### src/verilog/seq_pkg.sv
package seq_pkg;

	//////////////////////////////////////////////////
	// Widths fixed by the transition table.
	//////////////////////////////////////////////////

	localparam int NUM_INPUTS  = 16;
	localparam int NUM_OUTPUTS = 11;
	localparam int QUEUE_DEPTH = 4;  // Also the upstream sender's starting credits.

	typedef logic [NUM_INPUTS-1:0]         in_word_t;   // Bit k-1 is xk.
	typedef logic [NUM_OUTPUTS-1:0]        out_word_t;  // Bit k-1 is yk.
	typedef logic [4:0]                    silence_t;
	typedef logic [$clog2(QUEUE_DEPTH)-1:0] q_ptr_t;
	typedef logic [$clog2(QUEUE_DEPTH):0]   q_cnt_t;
	typedef logic [1:0]                    credit_t;

	localparam credit_t  OUT_CREDITS   = 2'd2;
	localparam silence_t SILENCE_LIMIT = 5'd16;  // Steps without firing.

	typedef enum logic [3:0]
	{
		s1  = 4'd1,
		s2  = 4'd2,
		s3  = 4'd3,
		s4  = 4'd4,
		s5  = 4'd5,
		s6  = 4'd6,
		s7  = 4'd7,
		s8  = 4'd8,
		s9  = 4'd9,
		s10 = 4'd10,
		s11 = 4'd11
	} seq_state_e;

	//////////////////////////////////////////////////
	// Beats and records.
	//////////////////////////////////////////////////

	typedef struct packed
	{
		logic     valid;
		in_word_t word;
	} in_beat_t;

	// One record per step.
	typedef struct packed
	{
		out_word_t              outputs;
		seq_state_e             state;   // State after the step.
		logic [NUM_OUTPUTS-1:0] silent;
	} result_t;

	typedef struct packed
	{
		logic    valid;
		result_t data;
	} res_beat_t;

endpackage

### src/verilog/activity_profiler.sv
`timescale 1ns/10ps

module activity_profiler
	import seq_pkg::*;
(
	input  logic                   rst,
	input  logic                   clk,
	input  out_word_t              y,
	input  logic                   step,
	output logic [NUM_OUTPUTS-1:0] silent
);

	// Steps since each line last fired.
	silence_t cnt [NUM_OUTPUTS];

	//////////////////////////////////////////////////
	// Silence counters.
	//////////////////////////////////////////////////

	always_ff @(posedge rst or negedge clk)
	begin
		if (!clk)
		begin
			for (int k = 0; k < NUM_OUTPUTS; k++)
				cnt[k] <= '0;
		end
		else if (step)
		begin
			for (int k = 0; k < NUM_OUTPUTS; k++)
			begin
				if (y[k])
					cnt[k] <= '0;  // Line fired.
				else if (cnt[k] != SILENCE_LIMIT)
					cnt[k] <= cnt[k] + 1'b1;
			end
		end
	end

	// Flag lines held at the limit.
	always_comb
	begin
		for (int k = 0; k < NUM_OUTPUTS; k++)
			silent[k] = (cnt[k] == SILENCE_LIMIT);
	end

endmodule

### src/verilog/ingress_queue.sv
`timescale 1ns/10ps

module ingress_queue
	import seq_pkg::*;
(
	input  logic     rst,
	input  logic     clk,
	input  in_beat_t in_beat,
	input  logic     pop,
	output in_word_t head,
	output logic     ready,
	output logic     in_credit
);

	in_word_t mem [QUEUE_DEPTH];
	q_ptr_t   wr_ptr;
	q_ptr_t   rd_ptr;
	q_cnt_t   fill;
	logic     push;
	logic     pull;

	assign push      = in_beat.valid;
	assign pull      = pop && ready;
	assign ready     = (fill != '0);
	assign head      = mem[rd_ptr];
	assign in_credit = pull;  // One credit back per pop.

	//////////////////////////////////////////////////
	// Pointers and fill count.
	//////////////////////////////////////////////////

	always_ff @(posedge rst or negedge clk)
	begin
		if (!clk)
		begin
			wr_ptr <= '0;
			rd_ptr <= '0;
			fill   <= '0;
		end
		else
		begin
			if (push)
				wr_ptr <= wr_ptr + 1'b1;  // Wraps at depth.
			if (pull)
				rd_ptr <= rd_ptr + 1'b1;
			case ({push, pull})
				2'b10:   fill <= fill + 1'b1;
				2'b01:   fill <= fill - 1'b1;
				default: fill <= fill;
			endcase
		end
	end

	// Storage.
	always_ff @(posedge rst)
	begin
		if (push)
			mem[wr_ptr] <= in_beat.word;
	end

endmodule

### src/verilog/result_merger.sv
`timescale 1ns/10ps

module result_merger
	import seq_pkg::*;
(
	input  logic                   rst,
	input  logic                   clk,
	input  logic                   ready,
	input  out_word_t              y,
	input  seq_state_e             next_state,
	input  logic [NUM_OUTPUTS-1:0] silent,
	input  logic                   res_credit,
	output logic                   step,
	output res_beat_t              res_beat
);

	credit_t    credits;
	logic       res_valid;
	out_word_t  res_y;
	seq_state_e res_state;

	// Credit is taken when the step is scheduled.
	assign step = ready && (credits != '0);

	//////////////////////////////////////////////////
	// Output credits and beat valid.
	//////////////////////////////////////////////////

	always_ff @(posedge rst or negedge clk)
	begin
		if (!clk)
		begin
			credits   <= OUT_CREDITS;
			res_valid <= 1'b0;
		end
		else
		begin
			res_valid <= step;
			case ({step, res_credit})
				2'b10:   credits <= credits - 1'b1;
				2'b01:   credits <= credits + 1'b1;
				default: credits <= credits;  // Spend and return cancel.
			endcase
		end
	end

	always_ff @(posedge rst)
	begin
		if (step)
		begin
			res_y     <= y;
			res_state <= next_state;
		end
	end

	// Mask already holds the post-step counters here.
	assign res_beat.valid        = res_valid;
	assign res_beat.data.outputs = res_y;
	assign res_beat.data.state   = res_state;
	assign res_beat.data.silent  = silent;

endmodule

### src/verilog/seq_controller.sv
`timescale 1ns/10ps

module seq_controller
	import seq_pkg::*;
(
	input  logic       rst,
	input  logic       clk,
	input  in_word_t   x,
	input  logic       step,
	output out_word_t  y,
	output seq_state_e state,
	output seq_state_e next_state
);

	typedef struct packed
	{
		out_word_t  y;
		seq_state_e nxt;
	} trans_t;

	logic [16:1] xs;  // Table numbering.
	trans_t      t;

	// One-hot word for line yk.
	function automatic out_word_t yk(input int k);
		return out_word_t'(1) << (k - 1);
	endfunction

	function automatic trans_t go(input out_word_t fired, input seq_state_e nxt);
		return '{y: fired, nxt: nxt};
	endfunction

	assign xs         = x;
	assign y          = t.y;
	assign next_state = t.nxt;

	always_ff @(posedge rst or negedge clk)
	begin
		if (!clk)
			state <= s1;
		else if (step)
			state <= next_state;
	end

	//////////////////////////////////////////////////
	// Transition table.
	//////////////////////////////////////////////////

	always_comb
	begin
		t = go('0, s1);
		case (state)
			s1:
				if (xs[9] && xs[16] && xs[8])
					t = go(yk(10), s2);
				else if (xs[9] && xs[16] && xs[5])
					t = go(yk(7), s2);
				else if (xs[9] && xs[16])
					t = go(yk(4), s3);
				else if (xs[9])
					t = go(yk(5), s4);
				else if (xs[10] && xs[5])
					t = go(yk(1), s5);
				else if (xs[10])
					t = go(yk(4), s3);
				else if (xs[1])
					t = go(yk(1), s6);
				else if (xs[2])
					t = go(yk(3), s7);
				else
					t = go(yk(2), s8);
			s2:
				t = go(yk(8), s9);
			s3:
				if (xs[7] && xs[9] && xs[8])
					t = go(yk(3), s7);
				else if (xs[7] && xs[9])
					t = go('0, s3);
				else if (xs[7])
					t = go('0, s1);
				else if (xs[6] && xs[4] && xs[13])
					t = go(yk(1) | yk(11), s10);  // Two lines fire here.
				else if (xs[6] && xs[4])
					t = go(yk(3), s7);
				else if (xs[6])
					t = go('0, s3);
				else
					t = go('0, s1);
			s4:
				if (xs[1])
					t = go(yk(1), s6);
				else if (xs[2])
					t = go(yk(3), s7);
				else
					t = go(yk(2), s8);
			s5:
				if (xs[12] && xs[15])
					t = go(yk(6), s11);
				else if (xs[12])
					t = go('0, s5);
				else if (xs[3])
					t = go('0, s1);
				else
					t = go(yk(4), s3);
			s6:
				if (xs[2])
					t = go(yk(3), s7);
				else
					t = go(yk(2), s8);
			s7:
				// With ~x14 the x16 split only matters when x11 and ~x5.
				if (xs[16] && xs[14] && xs[5])
					t = go(yk(7), s2);
				else if (xs[16] && xs[14])
					t = go(yk(4), s3);
				else if (xs[11] && (xs[16] || xs[5]))
					t = go(yk(1), s5);
				else if (xs[11])
					t = go(yk(4), s3);
				else if (xs[3])
					t = go('0, s1);
				else
					t = go(yk(4), s3);
			s8:
				if (xs[11])
					t = go(yk(1), s5);
				else if (xs[3])
					t = go('0, s1);
				else
					t = go(yk(4), s3);
			s9:
				if (xs[4])
					t = go(yk(9), s1);
				else
					t = go('0, s9);  // Wait for x4.
			s10:
				if (xs[15])
					t = go(yk(6), s11);
				else
					t = go('0, s10);
			s11:
				t = go(yk(10), s2);
			default:
				t = go('0, s1);
		endcase
	end

endmodule

### src/verilog/seq_top.sv
`timescale 1ns/10ps

module seq_top
	import seq_pkg::*;
(
	input  logic      rst,
	input  logic      clk,
	input  in_beat_t  in_beat,
	output logic      in_credit,
	output res_beat_t res_beat,
	input  logic      res_credit
);

	in_word_t               head;
	logic                   ready;
	logic                   step;
	out_word_t              y;
	seq_state_e             next_state;
	logic [NUM_OUTPUTS-1:0] silent;

	ingress_queue queue_i (
		.rst       (rst),
		.clk       (clk),
		.in_beat   (in_beat),
		.pop       (step),
		.head      (head),
		.ready     (ready),
		.in_credit (in_credit)
	);

	// Controller and profiler share the same step.
	seq_controller ctl_i (
		.rst        (rst),
		.clk        (clk),
		.x          (head),
		.step       (step),
		.y          (y),
		.state      (),
		.next_state (next_state)
	);

	activity_profiler prof_i (
		.rst    (rst),
		.clk    (clk),
		.y      (y),
		.step   (step),
		.silent (silent)
	);

	result_merger merge_i (
		.rst        (rst),
		.clk        (clk),
		.ready      (ready),
		.y          (y),
		.next_state (next_state),
		.silent     (silent),
		.res_credit (res_credit),
		.step       (step),
		.res_beat   (res_beat)
	);

endmodule
### config.mk
export PLATFORM = sky130hd
export DESIGN_NAME = seq_top
export DESIGN_NICKNAME = d
export VERILOG_FILES = /design/src/verilog/seq_pkg.sv /design/src/verilog/activity_profiler.sv /design/src/verilog/ingress_queue.sv /design/src/verilog/result_merger.sv /design/src/verilog/seq_controller.sv /design/src/verilog/seq_top.sv
export SDC_FILE = /design/constraint.sdc
export NUM_CORES = 1
export LEC_CHECK = 0
export ABC_CLOCK_PERIOD_IN_PS = 7800
export BUFFER_PORTS_ARGS = -buffer_cell sky130_fd_sc_hd__buf_2
export CORE_MARGIN = 1
export CORE_UTILIZATION = 60
export DETAILED_ROUTE_END_ITERATION = 10
export MAX_ROUTING_LAYER = met4
export PLACE_DENSITY = 0.79
export SYNTH_ARGS = -nofsm -noshare
export SYNTH_HDL_FRONTEND = slang
export SYNTH_SLANG_ARGS = --single-unit
### constraint.sdc
create_clock -name rst -period 7.8 [get_ports rst]
set_input_delay 1.56 -clock rst [delete_from_list [all_inputs] [get_ports rst]]
set_output_delay 1.56 -clock rst [all_outputs]
set_load 0.01 [all_outputs]
==> impl_metrics.toml, run 1 <==
[status]
status = "finished with violations"
violations = "design-rule violations"

[pwr]
switching_share = 0.384
power_frac_comb = 0.399
p_int_mw = 2.20
p_leak_nw = 3.20
p_seq_frac = 0.397
p_switching_mw = 1.37
powerDensity_nw_per_um2 = 445
max-vdd-ir-drop_mv = 0.245
clkPwrFrac = 0.205

[routing]
route.final.wire_length_um = 13000
drtIter0Drc = 375
drt_pass1_iterations = 8
viasPerCell = 5.92
drc = 8
avgRoutedWirePerCell_um = 16.6
drtAntennaViolNets = 0
vias = 4644

[setup_path]
slowest_stage = "buf_4"
critPathKind = "reg -> out"
ff2ff_path_depth = 6
cp_cell_sequence = "o32ai_4 -> buf_4 -> inv_1 -> buf_2"
worst_setup_path_end_kind = "primary output"
critPathMaxStageDelay_ns = 0.56
arrival_ns = 2.01
path_max_fanout = 61
cp.required_ns = 6.24
cp-start-kind = "flip-flop"

[global_routing]
globalRouteTotalUtil = 0.238
grt_pass1_wl_um = 22000
grt_pass1_vias = 4741
grt_overflow = 0
antenna_found_initial = 0
grt_start_max_net_pins = 70

[sta]
tns_ns = 0
fmax_mhz = 280
hold_viol_final = 0
rsz0062_at_grt = "false"
finalCriticalPeriod_ns = 3.57
setup_viol = 0
relSlewSlack = 0.289
tightest_slew_ns = 1.07
fin_crit_sh = 0.458
skew_ns = 0.0131
slew_violations = 0

[yosys]
synth-xor-area-share = 0.0135
seq_area_frac_synth = 0.574
synth_ff_type = "edfxtp_1"
synthMuxAreaShare = 0.0862
ys_ff_latch = 148
synthArstFlopShare = 0.466
synth.distinct_cells = 66
synth-edff-count = 79
synth_compound_area_frac = 0.105
synth_top_family_by_area = "simple AND/OR/NAND/NOR gates"
synth_fp_nets = 627
synth-adder-area-share = 0.0518
synthCells = 578
syn_area_per_cell_um2 = 12.4
yosys.area_share.simple = 0.132
netlist_area_um2 = 7140
yosysWarnings = 0

[clock_network]
postCtsSetupBuffers = 0
clock_sinks = 148
clkLatencyLatePin_ns = 0.43
cts.clk_slew.worst_paths_ns = 0.06
cts_tree = "done"
cts-hold-fix-buffers = 0
htreeDepth = 4
cts_max_path_buffers = 2
numCtsBuffers = 17
root_buffer = "clkbuf_16"
cts_resized = 0

[finish]
layout_commonest_cell = "edfxtp_1"
num-fill-cells = 799
final_cell_area_um2 = 8020
num_antenna_cells = 0
drive_above_1_share = 0.195
area_delta_synth_final_pct = 12.3
final_cell_mix = "79 x edfxtp_1, 67 x dfrtp_1, 55 x nand2_1"
final_nets = 677

[floorplan]
pin_count = 48
die_y_um = 111
die-width_um = 111
start_util = 0.620
rows = 39
die_area_um2 = 12300
core_region_area_um2 = 11500

[place]
hpwlAfterDp_um = 8750
io_buffers = 47
gp_congestion = 0.900
dpl_cell_area_um2 = 7490

[job]
drv_cap = 0

[worst_hold_path]
holdPathStages = 2
hp-class = "reg -> reg"
==> logic make-up after synthesis <==
logic type,Yosys count
flip-flops,148
buffers and inverters,60
XOR/XNOR,11
multiplexers,36
adder cells (fa/ha/maj),29
AO/OA/AOI/OAI,120
AND/OR/NAND/NOR,174
==> path summary, 6_finish.rpt <==
path                                                  to                           from  slack, ns
max                                            in_credit    queue_i.fill[1]$_DFFE_PN0P_       4.23
min                            prof_i.cnt[9]$_DFFE_PN0P_      prof_i.cnt[9]$_DFFE_PN0P_       0.53
max reg2reg                   prof_i.cnt[40]$_DFFE_PN0P_  queue_i.rd_ptr[0]$_DFFE_PN0P_       4.67
min reg2reg                    prof_i.cnt[9]$_DFFE_PN0P_      prof_i.cnt[9]$_DFFE_PN0P_       0.53
max in group asynchronous  queue_i.wr_ptr[0]$_DFFE_PN0P_                            clk       5.88
min in group asynchronous  queue_i.rd_ptr[0]$_DFFE_PN0P_                            clk       1.34
==> per-stage QoR <==
| step | hold WS [ns] | std cells | setup slack, ns | util | power, mW |
|---|---|---|---|---|---|
| 2_1_floorplan | 0.442 | 578 | 4.70 | - | 2.49 |
| 3_3_place_gp | 0.509 | 752 | 4.71 | 0.650 | 2.76 |
| 3_5_place_dp | 0.517 | 752 | 4.66 | 0.650 | 2.85 |
| 4_1_cts | 0.526 | 784 | 4.20 | 0.697 | 3.60 |
| 5_1_grt | 0.556 | 784 | 4.10 | 0.697 | 3.84 |
| 6_report | 0.527 | 784 | 4.23 | 0.697 | 3.57 |
==> layer usage <==
layer | routed length (um) | GRT usage | part of all wire
met1 | 5650 | 0.277 | 0.43
met2 | 6550 | 0.395 | 0.50
met3 | 554 | 0.0612 | 0.043
met4 | 261 | 0.102 | 0.020
met5 | 0 | - | 0
==> area by class of cell <==
class	instances	area [um^2]	share of cell area
Clock inverter	13	104	0.0129
Clock buffer	19	433	0.0540
Sequential cell	148	4100	0.511
Tap cell	143	179	0.0223
Timing Repair Buffer	50	258	0.0321
Inverter	41	154	0.0192
Multi-Input combinational cell	370	2790	0.348
==> cell usage after synthesis, drive strengths merged (6+ instances only) <==
| cell type | instances | area, um^2 |
|---|---|---|
| edfxtp | 79 | 2370 |
| dfrtp | 67 | 1680 |
| nand2 | 55 | 206 |
| o21ai | 51 | 263 |
| nor3 | 42 | 226 |
| inv | 41 | 154 |
| a21oi | 33 | 165 |
| ha | 28 | 350 |
| nand3 | 23 | 115 |
| mux4 | 17 | 398 |
| mux2 | 16 | 188 |
| a22o | 13 | 114 |
| clkbuf | 12 | 45.0 |
| nor2 | 11 | 41.3 |
| buf | 7 | 67.6 |
| nor2b | 7 | 43.8 |
| xor2 | 6 | 52.6 |
==> state kept, by name, summed over array words and instances, names as in the netlist <==
signal / flops
queue_i.rd_ptr: 2
merge_i.credits: 2
merge_i.res_valid: 1
queue_i.fill: 3
merge_i.res_state: 4
prof_i.cnt: 55
ctl_i.state: 4
merge_i.res_y: 11
queue_i.mem: 64
queue_i.wr_ptr: 2
==> critical path, delay by kind of cell, from the launching register on <==
kind / cells / cell delay (ns)
AOI/OAI and AO/OA: 1 / 0.27
buffers and inverters: 3 / 0.86
DFF: 1 / 0.42
==> power by group through the flow <==
stage               sequential (mW)  combinational (mW)  clock, mW
floorplan                      1.33                1.16          0
global placement               1.41                1.35          0
detailed placement             1.43                1.42          0
CTS                            1.42                1.44      0.745
global route                   1.46                1.60      0.776
finish                         1.42                1.42      0.731
Power figures use the tool's default switching activity.
==> run 2, diff against run 1 <==
ABC_CLOCK_PERIOD_IN_PS = 3700   (was 7800)
clock period = 3.7 ns   (was 7.8 ns; I/O delays follow)
==> run 2 against run 1 <==
The run still ends with design-rule violations left. Register-to-register slack worse by 3.9 ns. Hold slack worse by 0.23 ns. Non-clock buffer count up 4. Sequential power up 110%. Clock skew down 0.0025 ns. Cell area up 1.3%. Flip-flop and latch count unchanged. Critical path depth up 3. Highest routed layer unchanged.
==> impl_metrics.toml, run 2 (synthesis gave the netlist of run 1 again) <==
[routing]
avgRoutedWirePerCell_um = 17.5
drt_pass1_iterations = 9
drc = 8
drtIter0Drc = 367
viasPerCell = 6.06
vias = 4777
route.final.wire_length_um = 13800
drtAntennaViolNets = 0

[clock_network]
cts_resized = 0
htreeDepth = 4
cts.clk_slew.worst_paths_ns = 0.06
cts-hold-fix-buffers = 0
root_buffer = "clkbuf_16"
cts_max_path_buffers = 2
cts_tree = "done"
numCtsBuffers = 17
clkLatencyLatePin_ns = 0.42
postCtsSetupBuffers = 0
clock_sinks = 148

[finish]
regMostFlops = "queue_i.mem"
layout_commonest_cell = "edfxtp_1"
stdcell_count = 788
area_delta_synth_final_pct = 13.8
final_nets = 681
num_antenna_cells = 0
reg_top3 = "queue_i.mem (64), prof_i.cnt (55), merge_i.res_y (11)"
num-fill-cells = 796
drive_above_1_share = 0.202
largest_reg_flops = 64
final_cell_mix = "79 x edfxtp_1, 67 x dfrtp_1, 55 x nand2_1"

[sta]
fmax_mhz = 346
finalCriticalPeriod_ns = 2.89
hold_viol_final = 0
setup_viol = 0
relSlewSlack = 0.447
layout_setup_ws_ns = 0.813
skew_ns = 0.0105
rsz0062_at_grt = "false"
tns_ns = 0
fin_crit_sh = 0.780
slew_violations = 0
tightest_slew_ns = 0.830
fin_hold_ws_ns = 0.296

[setup_path]
ff2ff_path_depth = 7
cpMostUsedCell = "o21ai_2"
cp_cell_sequence = "buf_4 -> mux4_2 -> and4bb_2 -> o21ai_2 -> o21ai_2 -> nor3_1 -> mux2_2"
cp.required_ns = 4.07
path_max_fanout = 14
r2r_slack_ns = 0.81
critPathBufInv = 1
worst_setup_path_end_kind = "flip-flop"
cp-start-kind = "flip-flop"
rr_endpoint = "prof_i.cnt[40]$_DFFE_PN0P_"
crit_start = "queue_i.rd_ptr[0]$_DFFE_PN0P_"
critPathKind = "reg -> reg"
critPathMaxStageDelay_ns = 0.82
r2r_start = "queue_i.rd_ptr[0]$_DFFE_PN0P_"
arrival_ns = 3.25
path_delay_family = "flip-flops"
slowest_stage = "dfrtp_1"

[pwr]
p_int_mw = 4.90
p_leak_nw = 3.27
p_seq_frac = 0.381
switching_share = 0.375
clkPwrFrac = 0.226
p_switching_mw = 2.93
powerDensity_nw_per_um2 = 964
power_frac_comb = 0.393
max-vdd-ir-drop_mv = 0.608

[floorplan]
rows = 39
die_y_um = 111
die-width_um = 111
core_region_area_um2 = 11500
die_area_um2 = 12300
pin_count = 48
start_util = 0.620

[job]
drv_cap = 0

[global_routing]
antenna_found_initial = 0
globalRouteTotalUtil = 0.257
grt_overflow = 0
grt_pass1_wl_um = 23600
grt_pass1_vias = 4885
grt_start_max_net_pins = 61

[place]
placedCellCount = 756
pre_cts_slack_ns = 0.755
gp_congestion = 0.881
hpwlAfterDp_um = 9300
io_buffers = 47

[status]
violations = "design-rule violations"
status = "finished with violations"

[worst_hold_path]
hp-class = "in -> async"
## run 2: changes by cell type in the layout (fill, tap and decap cells not counted)
| cell | delta |
|---|---|
| clkinv_4 | -2 |
| bufinv_16 | +3 |
| inv_4 | +2 |
| clkbuf_16 | +1 |
| clkinv_1 | -1 |
| buf_4 | +4 |
| clkinv_2 | +2 |
| clkinvlp_4 | -1 |
| inv_6 | -4 |
## run 2: area by class of cell
class / count / area (um^2) / area share
clock buffers: 20 / 458 / 0.0564
well taps: 143 / 179 / 0.0220
inverters: 41 / 154 / 0.0189
multi-input cells: 370 / 2790 / 0.344
flip-flops and latches: 148 / 4100 / 0.505
clock inverters: 12 / 153 / 0.0188
repair buffers: 54 / 288 / 0.0354
## run 2: stage by stage
stage | power (mW) | instance area [um^2] | util
4_1_cts | 7.87 | 8130 | 0.706
2_1_floorplan | 5.25 | 7140 | -
3_3_place_gp | 5.84 | 7520 | 0.653
3_5_place_dp | 6.07 | 7520 | 0.653
6_report | 7.83 | 8130 | 0.706
5_1_grt | 8.40 | 8130 | 0.706
## run 2: per-layer routing
| metal | share of wire | global-route usage |
|---|---|---|
| met1 | 0.43 | 0.321 |
| met2 | 0.51 | 0.414 |
| met3 | 0.043 | 0.0623 |
| met4 | 0.016 | 0.0883 |
| met5 | 0 | - |
## run 2: worst max-delay path by stage
| stage | end | slack, ns | cells after the start |
|---|---|---|---|
| 6_report | prof_i.cnt[40]$_DFFE_PN0P_ | 0.81 | 7 |
| 4_1_cts | prof_i.cnt[40]$_DFFE_PN0P_ | 0.75 | 7 |
| 3_5_place_dp | prof_i.cnt[40]$_DFFE_PN0P_ | 0.75 | 7 |
| 3_3_place_gp | ctl_i.state[1]$_DFFE_PN0P_ | 0.88 | 7 |
| 5_1_grt | prof_i.cnt[45]$_DFFE_PN0P_ | 0.56 | 6 |
| 2_1_floorplan | queue_i.fill[2]$_DFFE_PN0P_ | 0.91 | 9 |
## run 2: power groups by stage
stage / Sequential [mW] / Clock [mW] / Combinational [mW]
global route: 3.07 / 1.86 / 3.47
global placement: 2.95 / 0 / 2.89
floorplan: 2.81 / 0 / 2.45
detailed placement: 3.00 / 0 / 3.07
finish: 2.99 / 1.77 / 3.08
CTS: 2.98 / 1.79 / 3.09
